==> src/io_pkg.sv <==
package io_pkg;

    // ==================================================
    // serial I/O instruction set
    // ==================================================

    typedef enum logic [2:0] {
        OP_IN_LL,
        OP_IN_LH,
        OP_IN_UL,
        OP_IN_UH,
        OP_OUT
    } io_op_t;

    // sequencer interlock states
    typedef enum logic [1:0] {
        SEQ_IDLE,
        SEQ_WAIT_RX,
        SEQ_WAIT_TX
    } seq_state_t;

    // ==================================================
    // result word, four byte lanes
    // ==================================================

    localparam int WORD_W = 32;

    typedef logic [WORD_W-1:0] word_t;

endpackage

==> src/serial_pkg.sv <==
package serial_pkg;

    // ==================================================
    // serial data
    // ==================================================

    localparam int BYTE_W = 8;

    typedef logic [BYTE_W-1:0] byte_t;

    // ==================================================
    // 8N1 framing
    // ==================================================

    // one state per frame section
    typedef enum logic [1:0] {
        UART_IDLE,
        UART_START,
        UART_DATA,
        UART_STOP
    } uart_state_t;

endpackage

==> src/byte_fifo.sv <==
module byte_fifo #(
    parameter int FIFO_DEPTH = 4
) (
    input  logic              clk,
    input  logic              rstn,
    input  logic              push,
    input  serial_pkg::byte_t push_data,
    input  logic              pop,
    output logic              credit,
    output logic              valid,
    output serial_pkg::byte_t head_data
);
    import serial_pkg::*;

    localparam int PTR_W = (FIFO_DEPTH > 1) ? $clog2(FIFO_DEPTH) : 1;
    localparam int CNT_W = $clog2(FIFO_DEPTH + 1);

    byte_t            mem [FIFO_DEPTH];
    logic [PTR_W-1:0] wr_ptr;
    logic [PTR_W-1:0] rd_ptr;
    logic [CNT_W-1:0] count;
    logic             full;
    logic             do_push;
    logic             do_pop;

    assign full    = (count == CNT_W'(FIFO_DEPTH));
    assign valid   = (count != '0);
    assign do_push = push && !full;
    assign do_pop  = pop && valid;

    // one credit back per entry leaving
    assign credit    = do_pop;
    assign head_data = mem[rd_ptr];

    always_ff @(posedge clk) begin
        if (do_push) begin
            mem[wr_ptr] <= push_data;
        end
    end

    always_ff @(posedge clk) begin
        if (!rstn) begin
            wr_ptr <= '0;
            rd_ptr <= '0;
            count  <= '0;
        end else begin
            if (do_push) begin
                wr_ptr <= wr_ptr + PTR_W'(1);
            end
            if (do_pop) begin
                rd_ptr <= rd_ptr + PTR_W'(1);
            end
            case ({do_push, do_pop})
                2'b10:   count <= count + CNT_W'(1);
                2'b01:   count <= count - CNT_W'(1);
                default: count <= count;
            endcase
        end
    end

    // producer credit counter must keep these from happening
    a_no_push_full: assert property (@(posedge clk) disable iff (!rstn)
        push |-> !full)
        else $error("byte_fifo: push while full");

    a_no_pop_empty: assert property (@(posedge clk) disable iff (!rstn)
        pop |-> valid)
        else $error("byte_fifo: pop while empty");

endmodule

==> src/io_sequencer.sv <==
module io_sequencer #(
    parameter int FIFO_DEPTH = 4
) (
    input  logic              clk,
    input  logic              rstn,
    input  logic              cmd_valid,
    input  io_pkg::io_op_t    cmd_op,
    input  serial_pkg::byte_t cmd_byte,
    input  logic              tx_credit,
    input  logic              rx_valid,
    input  serial_pkg::byte_t rx_data,
    output logic              busy,
    output io_pkg::word_t     rdata,
    output logic              rdata_valid,
    output logic              tx_push,
    output serial_pkg::byte_t tx_data,
    output logic              rx_pop
);
    import io_pkg::*;

    localparam int CRED_W = $clog2(FIFO_DEPTH + 1);

    seq_state_t        state;
    io_op_t            op;
    logic [CRED_W-1:0] tx_credits;
    word_t             merged;

    assign busy    = (state != SEQ_IDLE);
    assign tx_push = (state == SEQ_WAIT_TX) && (tx_credits != '0);
    assign rx_pop  = (state == SEQ_WAIT_RX) && rx_valid;

    // only the addressed lane takes the new byte
    always_comb begin
        merged = rdata;
        case (op)
            OP_IN_LL: merged[7:0]   = rx_data;
            OP_IN_LH: merged[15:8]  = rx_data;
            OP_IN_UL: merged[23:16] = rx_data;
            OP_IN_UH: merged[31:24] = rx_data;
            default:  merged        = rdata;
        endcase
    end

    // ==================================================
    // interlock FSM
    // ==================================================

    always_ff @(posedge clk) begin
        if (!rstn) begin
            state       <= SEQ_IDLE;
            rdata       <= '0;
            rdata_valid <= 1'b0;
        end else begin
            rdata_valid <= 1'b0;
            case (state)
                SEQ_IDLE: begin
                    if (cmd_valid) begin
                        op      <= cmd_op;
                        tx_data <= cmd_byte;
                        state   <= (cmd_op == OP_OUT) ? SEQ_WAIT_TX : SEQ_WAIT_RX;
                    end
                end
                SEQ_WAIT_TX: begin
                    if (tx_push) begin
                        state <= SEQ_IDLE;
                    end
                end
                SEQ_WAIT_RX: begin
                    if (rx_pop) begin
                        rdata       <= merged;
                        rdata_valid <= 1'b1;
                        state       <= SEQ_IDLE;
                    end
                end
                default: state <= SEQ_IDLE;
            endcase
        end
    end

    // tx FIFO slots we may still fill
    always_ff @(posedge clk) begin
        if (!rstn) begin
            tx_credits <= CRED_W'(FIFO_DEPTH);
        end else if (tx_credit && !tx_push) begin
            tx_credits <= tx_credits + CRED_W'(1);
        end else if (!tx_credit && tx_push) begin
            tx_credits <= tx_credits - CRED_W'(1);
        end
    end

    // FIFO must never return more credits than it was given
    a_credit_bound: assert property (@(posedge clk) disable iff (!rstn)
        tx_credits <= CRED_W'(FIFO_DEPTH))
        else $error("io_sequencer: tx credits above FIFO depth");

endmodule

==> src/io_top.sv <==
module io_top #(
    parameter int CLKS_PER_BIT = 8,
    parameter int FIFO_DEPTH   = 4
) (
    input  logic              clk,
    input  logic              rstn,
    input  logic              cmd_valid,
    input  io_pkg::io_op_t    cmd_op,
    input  serial_pkg::byte_t cmd_byte,
    output logic              busy,
    output io_pkg::word_t     rdata,
    output logic              rdata_valid,
    input  logic              rx,
    output logic              tx
);
    import serial_pkg::*;

    // tx path, sequencer -> FIFO -> serializer
    logic  tx_push;
    byte_t tx_push_data;
    logic  tx_credit;
    logic  tx_valid;
    byte_t tx_head;
    logic  tx_pop;

    // rx path, deserializer -> FIFO -> sequencer
    logic  rx_push;
    byte_t rx_push_data;
    logic  rx_credit;
    logic  rx_valid;
    byte_t rx_head;
    logic  rx_pop;

    io_sequencer #(.FIFO_DEPTH(FIFO_DEPTH)) io_sequencer_i (
        .clk(clk), .rstn(rstn),
        .cmd_valid(cmd_valid), .cmd_op(cmd_op), .cmd_byte(cmd_byte),
        .tx_credit(tx_credit), .rx_valid(rx_valid), .rx_data(rx_head),
        .busy(busy), .rdata(rdata), .rdata_valid(rdata_valid),
        .tx_push(tx_push), .tx_data(tx_push_data), .rx_pop(rx_pop)
    );

    byte_fifo #(.FIFO_DEPTH(FIFO_DEPTH)) tx_fifo_i (
        .clk(clk), .rstn(rstn),
        .push(tx_push), .push_data(tx_push_data), .pop(tx_pop),
        .credit(tx_credit), .valid(tx_valid), .head_data(tx_head)
    );

    byte_fifo #(.FIFO_DEPTH(FIFO_DEPTH)) rx_fifo_i (
        .clk(clk), .rstn(rstn),
        .push(rx_push), .push_data(rx_push_data), .pop(rx_pop),
        .credit(rx_credit), .valid(rx_valid), .head_data(rx_head)
    );

    uart_tx_core #(.CLKS_PER_BIT(CLKS_PER_BIT)) uart_tx_core_i (
        .clk(clk), .rstn(rstn),
        .valid(tx_valid), .data(tx_head), .pop(tx_pop), .tx(tx)
    );

    uart_rx_core #(.CLKS_PER_BIT(CLKS_PER_BIT), .FIFO_DEPTH(FIFO_DEPTH)) uart_rx_core_i (
        .clk(clk), .rstn(rstn),
        .rx(rx), .credit(rx_credit), .push(rx_push), .data(rx_push_data)
    );

endmodule

==> src/uart_rx_core.sv <==
module uart_rx_core #(
    parameter int CLKS_PER_BIT = 8,
    parameter int FIFO_DEPTH   = 4
) (
    input  logic              clk,
    input  logic              rstn,
    input  logic              rx,
    input  logic              credit,
    output logic              push,
    output serial_pkg::byte_t data
);
    import serial_pkg::*;

    localparam int CNT_W  = $clog2(CLKS_PER_BIT);
    localparam int IDX_W  = $clog2(BYTE_W);
    localparam int CRED_W = $clog2(FIFO_DEPTH + 1);

    uart_state_t       state;
    logic              rx_s1;
    logic              rx_s2;
    logic              rx_prev;
    logic              start_edge;
    logic [CNT_W-1:0]  clk_cnt;
    logic [IDX_W-1:0]  bit_idx;
    byte_t             shift;
    logic              bit_end;
    logic              half_bit;
    logic [CRED_W-1:0] credits;

    // two flop synchronizer
    always_ff @(posedge clk) begin
        if (!rstn) begin
            rx_s1   <= 1'b1;
            rx_s2   <= 1'b1;
            rx_prev <= 1'b1;
        end else begin
            rx_s1   <= rx;
            rx_s2   <= rx_s1;
            rx_prev <= rx_s2;
        end
    end

    assign start_edge = rx_prev && !rx_s2;
    assign bit_end    = (clk_cnt == CNT_W'(CLKS_PER_BIT - 1));
    assign half_bit   = (clk_cnt == CNT_W'(CLKS_PER_BIT / 2 - 1));

    always_ff @(posedge clk) begin
        if (!rstn) begin
            state   <= UART_IDLE;
            clk_cnt <= '0;
            bit_idx <= '0;
            push    <= 1'b0;
        end else begin
            push    <= 1'b0;
            clk_cnt <= clk_cnt + CNT_W'(1);
            case (state)
                UART_IDLE: begin
                    clk_cnt <= '0;
                    if (start_edge) begin
                        state <= UART_START;
                    end
                end
                UART_START: begin
                    // mid start bit, realign to bit centres
                    if (half_bit) begin
                        clk_cnt <= '0;
                        bit_idx <= '0;
                        state   <= rx_s2 ? UART_IDLE : UART_DATA;
                    end
                end
                UART_DATA: begin
                    if (bit_end) begin
                        clk_cnt <= '0;
                        shift   <= {rx_s2, shift[BYTE_W-1:1]};
                        bit_idx <= bit_idx + IDX_W'(1);
                        if (bit_idx == IDX_W'(BYTE_W - 1)) begin
                            state <= UART_STOP;
                        end
                    end
                end
                default: begin
                    if (bit_end) begin
                        state <= UART_IDLE;
                        // bad stop bit or no room, byte dropped
                        if (rx_s2 && credits != '0) begin
                            push <= 1'b1;
                            data <= shift;
                        end
                    end
                end
            endcase
        end
    end

    always_ff @(posedge clk) begin
        if (!rstn) begin
            credits <= CRED_W'(FIFO_DEPTH);
        end else if (credit && !push) begin
            credits <= credits + CRED_W'(1);
        end else if (!credit && push) begin
            credits <= credits - CRED_W'(1);
        end
    end

endmodule

==> src/uart_tx_core.sv <==
module uart_tx_core #(
    parameter int CLKS_PER_BIT = 8
) (
    input  logic              clk,
    input  logic              rstn,
    input  logic              valid,
    input  serial_pkg::byte_t data,
    output logic              pop,
    output logic              tx
);
    import serial_pkg::*;

    localparam int CNT_W = $clog2(CLKS_PER_BIT);
    localparam int IDX_W = $clog2(BYTE_W);

    uart_state_t      state;
    logic [CNT_W-1:0] clk_cnt;
    logic [IDX_W-1:0] bit_idx;
    byte_t            shift;
    logic             bit_end;

    assign bit_end = (clk_cnt == CNT_W'(CLKS_PER_BIT - 1));

    always_ff @(posedge clk) begin
        if (!rstn) begin
            state   <= UART_IDLE;
            clk_cnt <= '0;
            bit_idx <= '0;
            pop     <= 1'b0;
            tx      <= 1'b1;
        end else begin
            pop <= 1'b0;
            if (state != UART_IDLE) begin
                clk_cnt <= bit_end ? '0 : clk_cnt + CNT_W'(1);
            end
            case (state)
                UART_IDLE: begin
                    // head is latched now, popped next cycle
                    if (valid) begin
                        shift   <= data;
                        pop     <= 1'b1;
                        tx      <= 1'b0;
                        clk_cnt <= '0;
                        state   <= UART_START;
                    end
                end
                UART_START: begin
                    if (bit_end) begin
                        tx      <= shift[0];
                        bit_idx <= '0;
                        state   <= UART_DATA;
                    end
                end
                UART_DATA: begin
                    if (bit_end) begin
                        if (bit_idx == IDX_W'(BYTE_W - 1)) begin
                            tx    <= 1'b1;
                            state <= UART_STOP;
                        end else begin
                            // lsb first
                            tx      <= shift[1];
                            shift   <= {1'b0, shift[BYTE_W-1:1]};
                            bit_idx <= bit_idx + IDX_W'(1);
                        end
                    end
                end
                default: begin
                    if (bit_end) begin
                        state <= UART_IDLE;
                    end
                end
            endcase
        end
    end

    a_idle_line_high: assert property (@(posedge clk) disable iff (!rstn)
        (state == UART_IDLE) |-> tx)
        else $error("uart_tx_core: line low while idle");

endmodule
==> config.mk <==
export PLATFORM = sky130hd
export DESIGN_NAME = io_top
export DESIGN_NICKNAME = d
export VERILOG_FILES = /design/src/io_pkg.sv /design/src/serial_pkg.sv /design/src/byte_fifo.sv /design/src/io_sequencer.sv /design/src/io_top.sv /design/src/uart_rx_core.sv /design/src/uart_tx_core.sv
export SDC_FILE = /design/constraint.sdc
export NUM_CORES = 1
export LEC_CHECK = 0
export BUFFER_PORTS_ARGS = -buffer_cell sky130_fd_sc_hd__buf_2
export CAP_MARGIN = 10
export CORE_ASPECT_RATIO = 1.2
export CORE_UTILIZATION = 30
export DETAILED_ROUTE_END_ITERATION = 12
export PLACE_DENSITY = 0.41
export SYNTH_ARGS = -nofsm -noshare
export SYNTH_HDL_FRONTEND = slang
export SYNTH_SLANG_ARGS = --single-unit
==> constraint.sdc <==
create_clock -name clk -period 6.3 [get_ports clk]
set_clock_uncertainty 0.15 [all_clocks]
set_input_delay 0.315 -clock clk [delete_from_list [all_inputs] [get_ports clk]]
set_output_delay 0.315 -clock clk [all_outputs]
set_load 0.1 [all_outputs]
==> run_results.csv, run 1 <==
group,metric,value,unit
hold_path,hold_class,"primary input to flop",
floorplan,pin_count,50,
floorplan,die_y,171,µm
setup_path,cp-end-kind,"flop",
sta,post-route-period-util,42.8,%
clocking,clk-insertion-delay-late,420,ps
clocking,clockRootBuffer,"clkbuf_16",
synthesis,syn_nets,582,
synthesis,synth_top_area_share,41.5,%
clocking,ctsHoldBuffers,12,
setup_path,worstSetupPathType,"flop to flop",
synthesis,synth_area_leader_cell,"edfxtp_1",
drt,firstDrtPassIters,4,
drt,drc_errors,0,
synthesis,ys_seq_area_share,64.1,%
flow_run,maxCapViolCount,0,
synthesis,synth_top_family_by_area,"simple AND/OR/NAND/NOR gates",
pwr,leakagePower,0.00307,µW
cells_and_area,final_util,36.3,%
floorplan,rows,61,
setup_path,worstReg2RegStart,"io_sequencer_i.state[0]",
setup_path,cp.arrival,2900,ps
synthesis,synth_fa_ha_area_share,5.66,%
cells_and_area,fin_cells,925,
clocking,clk_path_buf_depth,2,
sta,rsz0062_at_grt,"no",
pwr,p_clk_share,42.6,%
clocking,cts.reportedPaths.clkPinSlew,70,ps
setup_path,r2r_setup_slack,3600,ps
drt,via_count,4175,
synthesis,syn_area,7170,µm²
placement,dpl.cell_count,881,
cells_and_area,final_common_cell,"edfxtp_1",
cells_and_area,fillers,2243,
placement,gp_congestion,0.741,
synthesis,synth.avg_cell_area,13.3,µm²
synthesis,ys.flop_type,"edfxtp_1",
sta,period_needed,2700,ps
synthesis,synth_warnings,0,
global_routing,grt_overflow_total,0,
global_routing,grt_pass1_vias,4178,
clocking,cts_resized,0,
drt,wl_per_cell,14.8,µm
synthesis,synthMuxAreaShare,6.58,%
synthesis,synth_edf_count,99,
floorplan,start_util,30.8,%
sta,hold_violations,0,
drt,first_iter_violations,186,
clocking,cts_buffers,17,
sta,tightest_slew,1120,ps
global_routing,antenna_found_initial,1,
pwr,p_int,1840,µW
sta,setup_ws,3600,ps
setup_path,worst-path-max-fanout,8,
global_routing,gr-usage-all-layers,12.2,%
synthesis,netlist_top_cells_area,"edfxtp_1 (41%), dfxtp_1 (23%), mux4_2 (5.0%)",
cells_and_area,num_antenna_cells,0,
sta,fmax,371,MHz
setup_path,start_kind,"flop",
clocking,htreeDepth,4,
floorplan,dieArea,24500,µm²
hold_path,min-delay-start,"rstn",
placement,placed_cell_area,7730,µm²
placement,pre_cts_ws,3420,ps
pwr,p_switching,626,µW
clocking,cts_sinks,180,
synthesis,postSynthCellCount,537,
placement,dpl.hpwl,9.27,mm
cells_and_area,drive_gt1_share,18.7,%
placement,place.port_buffers,49,
synthesis,synth_simple_gate_area_share,13.6,%
synthesis,synth-compound-area-share,5.73,%
setup_path,crit_start,"io_sequencer_i.state[0]",
cells_and_area,design_area,8450,µm²
pwr,power_density,292,nW/µm²
global_routing,grt_max_degree,61,
synthesis,synth_cell_type_count,50,
pwr,power_frac_seq,51.5,%
drt,finalWirelength,13.7,mm
cells_and_area,nNetsFinal,642,
sta,setup_viol,0,
drt,viasPerCell,4.51,
sta,finalSetupTns,0,ps
drt,ant_nets,0,
sta,slew_headroom,25.4,%
cells_and_area,final_cell_mix,"edfxtp_1 (99), dfxtp_1 (81), buf_2 (49), nand2_1 (46), o21ai_0 (44)",
floorplan,core,23300,µm²
sta,slew_violations,0,
pwr,combPwrFrac,6.0,%
cells_and_area,synthToLayoutAreaGrowth,17.9,%
pwr,p_sw_share,25.4,%
global_routing,grt_pass1_wl,22.5,mm
synthesis,async_flop_share,0,%
clocking,cts_tree,"built",
setup_path,cp_data_required_time,6510,ps
outcome,status,"complete, no violations",
pwr,ir_worst_vdd,0.164,mV
floorplan,die_x,143,µm
synthesis,yosys_register_bits,180,
clocking,cts_setup_buffers,0,
synthesis,synth_xor_xnor_area_share,1.59,%
critical path, cell delays in order, from the launching register on:
cell     delay (ps)
dfxtp_1         440
nor2b_1         720
nand2_8          90
inv_4           100
ha_1            170
inv_1            60
fa_1            370
xor2_1          160
or3_1           310
nand3_1          80
synth_stat cells, types with 2 or more instances:
library cell / instances
edfxtp_1: 99
dfxtp_1: 81
nand2_1: 46
o21ai_0: 44
nand3_1: 40
ha_1: 26
and2_1: 23
inv_1: 18
mux4_2: 16
clkbuf_1: 14
nor2b_1: 13
mux2i_1: 10
nor2_1: 10
xnor2_1: 9
nand2b_1: 8
a21boi_0: 7
a21oi_1: 7
nand4_1: 6
nor3_1: 6
nor3b_1: 6
buf_2: 5
fa_1: 4
or3_1: 4
xor2_1: 4
buf_6: 3
and3b_1: 2
nand4b_2: 2
or2_2: 2
state kept, by name (all words and copies together), names as in the netlist, 8 cells and up, named ones only:
name / count
io_sequencer_i.tx_data: 8
io_sequencer_i.rdata: 32
rx_fifo_i.mem: 32
uart_rx_core_i.shift: 8
uart_rx_core_i.data: 8
tx_fifo_i.mem: 32
uart_tx_core_i.shift: 8
cells by family after synthesis:
group                      after synthesis
AOI/OAI and AO/OA                       67
xor gates and xnor gates                13
adders and majority gates               30
buffers and inverters                   43
DFF                                    180
muxes                                   27
and+or+nand+nor                        177
layout make-up:
class,instances,area [µm²],area share (%)
well taps,315,394,4.66
flip-flops and latches,180,4590,54.4
repair buffers,64,388,4.59
inverters,20,77.6,0.918
multi-input cells,314,2390,28.3
clock inverters,15,180,2.13
clock buffers,17,425,5.03
stage by stage:
stage | power (µW) | hold WS [ps]
6_report | 2470 | 188
5_1_grt | 2570 | 229
4_1_cts | 2500 | 184
3_5_place_dp | 1440 | 246
3_3_place_gp | 1440 | 250
2_1_floorplan | 1400 | 236
power by group through the flow:
stage / Clock [µW] / Sequential [µW] / Combinational, µW
after detailed placement: 0 / 1300 / 142
after CTS: 1080 / 1270 / 149
final: 1050 / 1270 / 147
after floorplan: 0 / 1310 / 94.1
after global placement: 0 / 1290 / 141
after global routing: 1130 / 1270 / 164
final timing paths:
check                                            endpoint  cells past startpoint
worst max-delay path            uart_rx_core_i.credits[2]                      9
worst min-delay path                    uart_tx_core_i.tx                      2
worst max register to register  uart_rx_core_i.credits[2]                      9
worst min register to register       uart_rx_core_i.rx_s2                      1
routing by layer:
metal | wire length [µm] | up-vias | global-route usage (%)
li1 | - | 2059 | -
met1 | 6500 | 2056 | 15.9
met2 | 6550 | 44 | 19.3
met3 | 423 | 14 | 3.56
met4 | 181 | 2 | 4.02
met5 | 13 | - | 0
No activity file was read; power rests on OpenSTA's default activity.
==> inputs of run 2 (changes only) <==
--- a/config.mk
+++ b/config.mk
@@ -5,6 +5,7 @@
 export SDC_FILE = /design/constraint.sdc
 export NUM_CORES = 1
 export LEC_CHECK = 0
+export ABC_AREA = 1
 export BUFFER_PORTS_ARGS = -buffer_cell sky130_fd_sc_hd__buf_2
 export CAP_MARGIN = 10
 export CORE_ASPECT_RATIO = 1.2
==> constraint.sdc (replaced) <==
create_clock -name clk -period 2.6 [get_ports clk]
set_clock_uncertainty 0.15 [all_clocks]
set_input_delay 0.13 -clock clk [delete_from_list [all_inputs] [get_ports clk]]
set_output_delay 0.13 -clock clk [all_outputs]
set_load 0.1 [all_outputs]
==> run 2 against run 1 <==
Combinational power rose by 130%; clock power rose to 2.5 times the previous value; routed wire length rose by 8.4%; largest cell class unchanged; critical path type unchanged.
==> run_results.csv, run 2 <==
group,metric,value,unit
outcome,status,"complete, no violations",
synthesis,synth_warnings,0,
cells_and_area,final_common_cell,"nor2_1",
floorplan,core,23900,µm²
global_routing,grt_pass1_vias,4985,
setup_path,slowest_stage,"fa_1",
placement,place.port_buffers,49,
synthesis,synth_top_area_share,40.7,%
drt,via_count,4971,
global_routing,grt_pass1_wl,24.5,mm
setup_path,path_cells,"nor2_1, nand2_1, inv_1, nor2_1, ha_1, inv_1, fa_1, nor2_1, nor3b_1, a21oi_1, o21ai_0",
setup_path,start_kind,"flop",
cells_and_area,reg.largest.list,"io_sequencer_i.rdata: 32 flops, rx_fifo_i.mem: 32 flops, tx_fifo_i.mem: 32 flops",
drt,wl_met3,389,µm
clocking,cts_setup_buffers,0,
synthesis,syn_area,7310,µm²
global_routing,antenna_found_initial,0,
floorplan,rows,62,
cells_and_area,fillers,2424,
setup_path,cp.arrival,2470,ps
global_routing,grt_overflow_total,0,
sta,finalSetupTns,0,ps
clocking,cts.reportedPaths.clkPinSlew,70,ps
sta,period_needed,2320,ps
setup_path,cp_common_cell,"nor2_1",
setup_path,worst-path-max-fanout,6,
global_routing,gr-usage-all-layers,12.8,%
sta,fmax,431,MHz
clocking,clockRootBuffer,"clkbuf_16",
cells_and_area,num_antenna_cells,0,
synthesis,syn_nets,770,
setup_path,crit_cells,11,
synthesis,postSynthCellCount,725,
drt,met1_length,5.99,mm
setup_path,worstSetupPathType,"flop to flop",
hold_path,hold_depth,1,
synthesis,yosys_register_bits,180,
synthesis,yosysMostFrequentCell,"nor2_1",
cells_and_area,final_cell_mix,"nor2_1 (115), nand2_1 (103), edfxtp_1 (99), inv_1 (96), dfxtp_1 (81)",
clocking,cts_resized,0,
sta,rsz0062_at_grt,"no",
global_routing,grt_max_degree,51,
synthesis,ys_seq_area_share,62.8,%
synthesis,ys.flop_type,"edfxtp_1",
drt,firstDrtPassIters,4,
clocking,cts_tree,"built",
synthesis,synth_common_cells,"nor2_1 (115), nand2_1 (103), edfxtp_1 (99)",
drt,highest_layer,"met4",
floorplan,pin_count,50,
synthesis,synth_area_leader_cell,"edfxtp_1",
pwr,power_density,693,nW/µm²
synthesis,async_flop_share,0,%
pwr,ir_worst_vdd,0.428,mV
hold_path,hold_class,"flop to flop",
cells_and_area,synthToLayoutAreaGrowth,19.4,%
synthesis,synth.avg_cell_area,10.1,µm²
sta,post-route-period-util,89.1,%
drt,finalWirelength,14.8,mm
cells_and_area,multi_input_area,2250,µm²
drt,ant_nets,0,
synthesis,synth_edf_count,99,
drt,drc_errors,0,
clocking,cts_sinks,180,
placement,gp_congestion,0.738,
setup_path,cp_data_required_time,2750,ps
sta,setup_viol,0,
placement,dpl.hpwl,10.5,mm
clocking,cts_buffers,17,
sta,slew_violations,0,
drt,first_iter_violations,230,
drt,wl_per_cell,13.0,µm
cells_and_area,final_util,36.5,%
floorplan,die_y,173,µm
setup_path,crit_buf_inv,2,
setup_path,cpPeakStageDelay,450,ps
sta,slew_headroom,58.8,%
sta,tightest_slew,618,ps
synthesis,netlist_top_cells_area,"edfxtp_1 (41%), dfxtp_1 (22%), nor2_1 (5.9%)",
cells_and_area,drive_gt1_share,13.6,%
cells_and_area,regArea,4590,µm²
clocking,clk_path_buf_depth,2,
drt,viasPerCell,4.38,
floorplan,die_x,145,µm
setup_path,cp-end-kind,"flop",
floorplan,dieArea,25000,µm²
flow_run,maxCapViolCount,0,
cells_and_area,nNetsFinal,848,
setup_path,rr_worst_depth,11,
drt,met2_length,8.26,mm
clocking,htreeDepth,4,
sta,hold_violations,0,
floorplan,start_util,30.6,%
synthesis,synth_cell_type_count,31,
pwr,leakagePower,0.00358,µW
setup_path,path_delay_family,"simple AND/OR/NAND/NOR gates",
clocking,clk-insertion-delay-late,430,ps
## run 2: changes by cell type after synthesis, moves of 8 or more
| cell | previous run | this run |
|---|---|---|
| inv_1 | 18 | 96 |
| a21oi_1 | 7 | 50 |
| nand2_1 | 46 | 103 |
| nor2b_1 | 13 | 0 |
| nand3_1 | 40 | 16 |
| and2_1 | 23 | 0 |
| xnor2_1 | 9 | 0 |
| o211ai_1 | 0 | 17 |
| mux2i_1 | 10 | 0 |
| o21ai_0 | 44 | 56 |
| mux4_2 | 16 | 0 |
| nor2_1 | 10 | 115 |
| nand2b_1 | 8 | 0 |
## run 2: per-stage QoR
stage          area [µm²]  cells  total power (µW)  hold slack, ps  worst slack [ps]
2_1_floorplan        7310    725              3370            78.9               238
3_3_place_gp         7990   1090              3460             160               414
5_1_grt              8730   1136              6320             246              27.5
6_report             8730   1136              6050             263               282
4_1_cts              8730   1136              6160             245               263
3_5_place_dp         7990   1090              3470             158               276
## run 2: layout make-up
cell class / instances / area share, %
flip-flops and latches: 180 / 52.6
multi-input cells: 426 / 25.8
repair buffers: 81 / 5.96
clock buffers: 17 / 4.87
well taps: 320 / 4.59
inverters: 97 / 4.17
clock inverters: 15 / 2.01
## run 2: layer usage
metal  global-route usage, %  vias up
li1                        -     2555
met1                    13.1     2335
met2                    24.5       69
met3                    3.13       12
met4                    4.17        0
met5                       0        -
## run 2: final timing paths
check	to	slack, ps	from
worst max-delay path	io_sequencer_i.tx_credits[2]	280	tx_fifo_i.count[1]
worst min-delay path	uart_rx_core_i.rx_s2	260	uart_rx_core_i.rx_s1
worst max register to register	io_sequencer_i.tx_credits[2]	280	tx_fifo_i.count[1]
worst min register to register	uart_rx_core_i.rx_s2	260	uart_rx_core_i.rx_s1
## run 2: power breakdown
part | total (µW) | internal [µW] | switching (µW)
Sequential | 3080 | 3040 | 42.2
Combinational | 337 | 106 | 231
Clock | 2630 | 1520 | 1110
## run 2: repair_timing
item / 4_1_cts / 5_1_grt
hold endpoints to repair: 26 / 0
hold buffers: 14 / 0
setup endpoints to repair: 0 / 0
## run 2: logic make-up after synthesis
family / count (synthesis) / synth area share (%)
adder cells (fa/ha/maj): 30 / 5.55
flip-flops: 180 / 62.8
XOR/XNOR: 1 / 0.120
AO/OA/AOI/OAI: 135 / 10.3
buffers and inverters: 119 / 6.47
AND/OR/NAND/NOR: 260 / 14.8
## run 2: worst reg2reg max path: stages (launching register included)
cell	delay, ps
dfxtp_1	350
nor2_1	60
nand2_1	110
inv_1	60
nor2_1	310
ha_1	210
inv_1	80
fa_1	450
nor2_1	160
nor3b_1	80
a21oi_1	110
o21ai_0	80
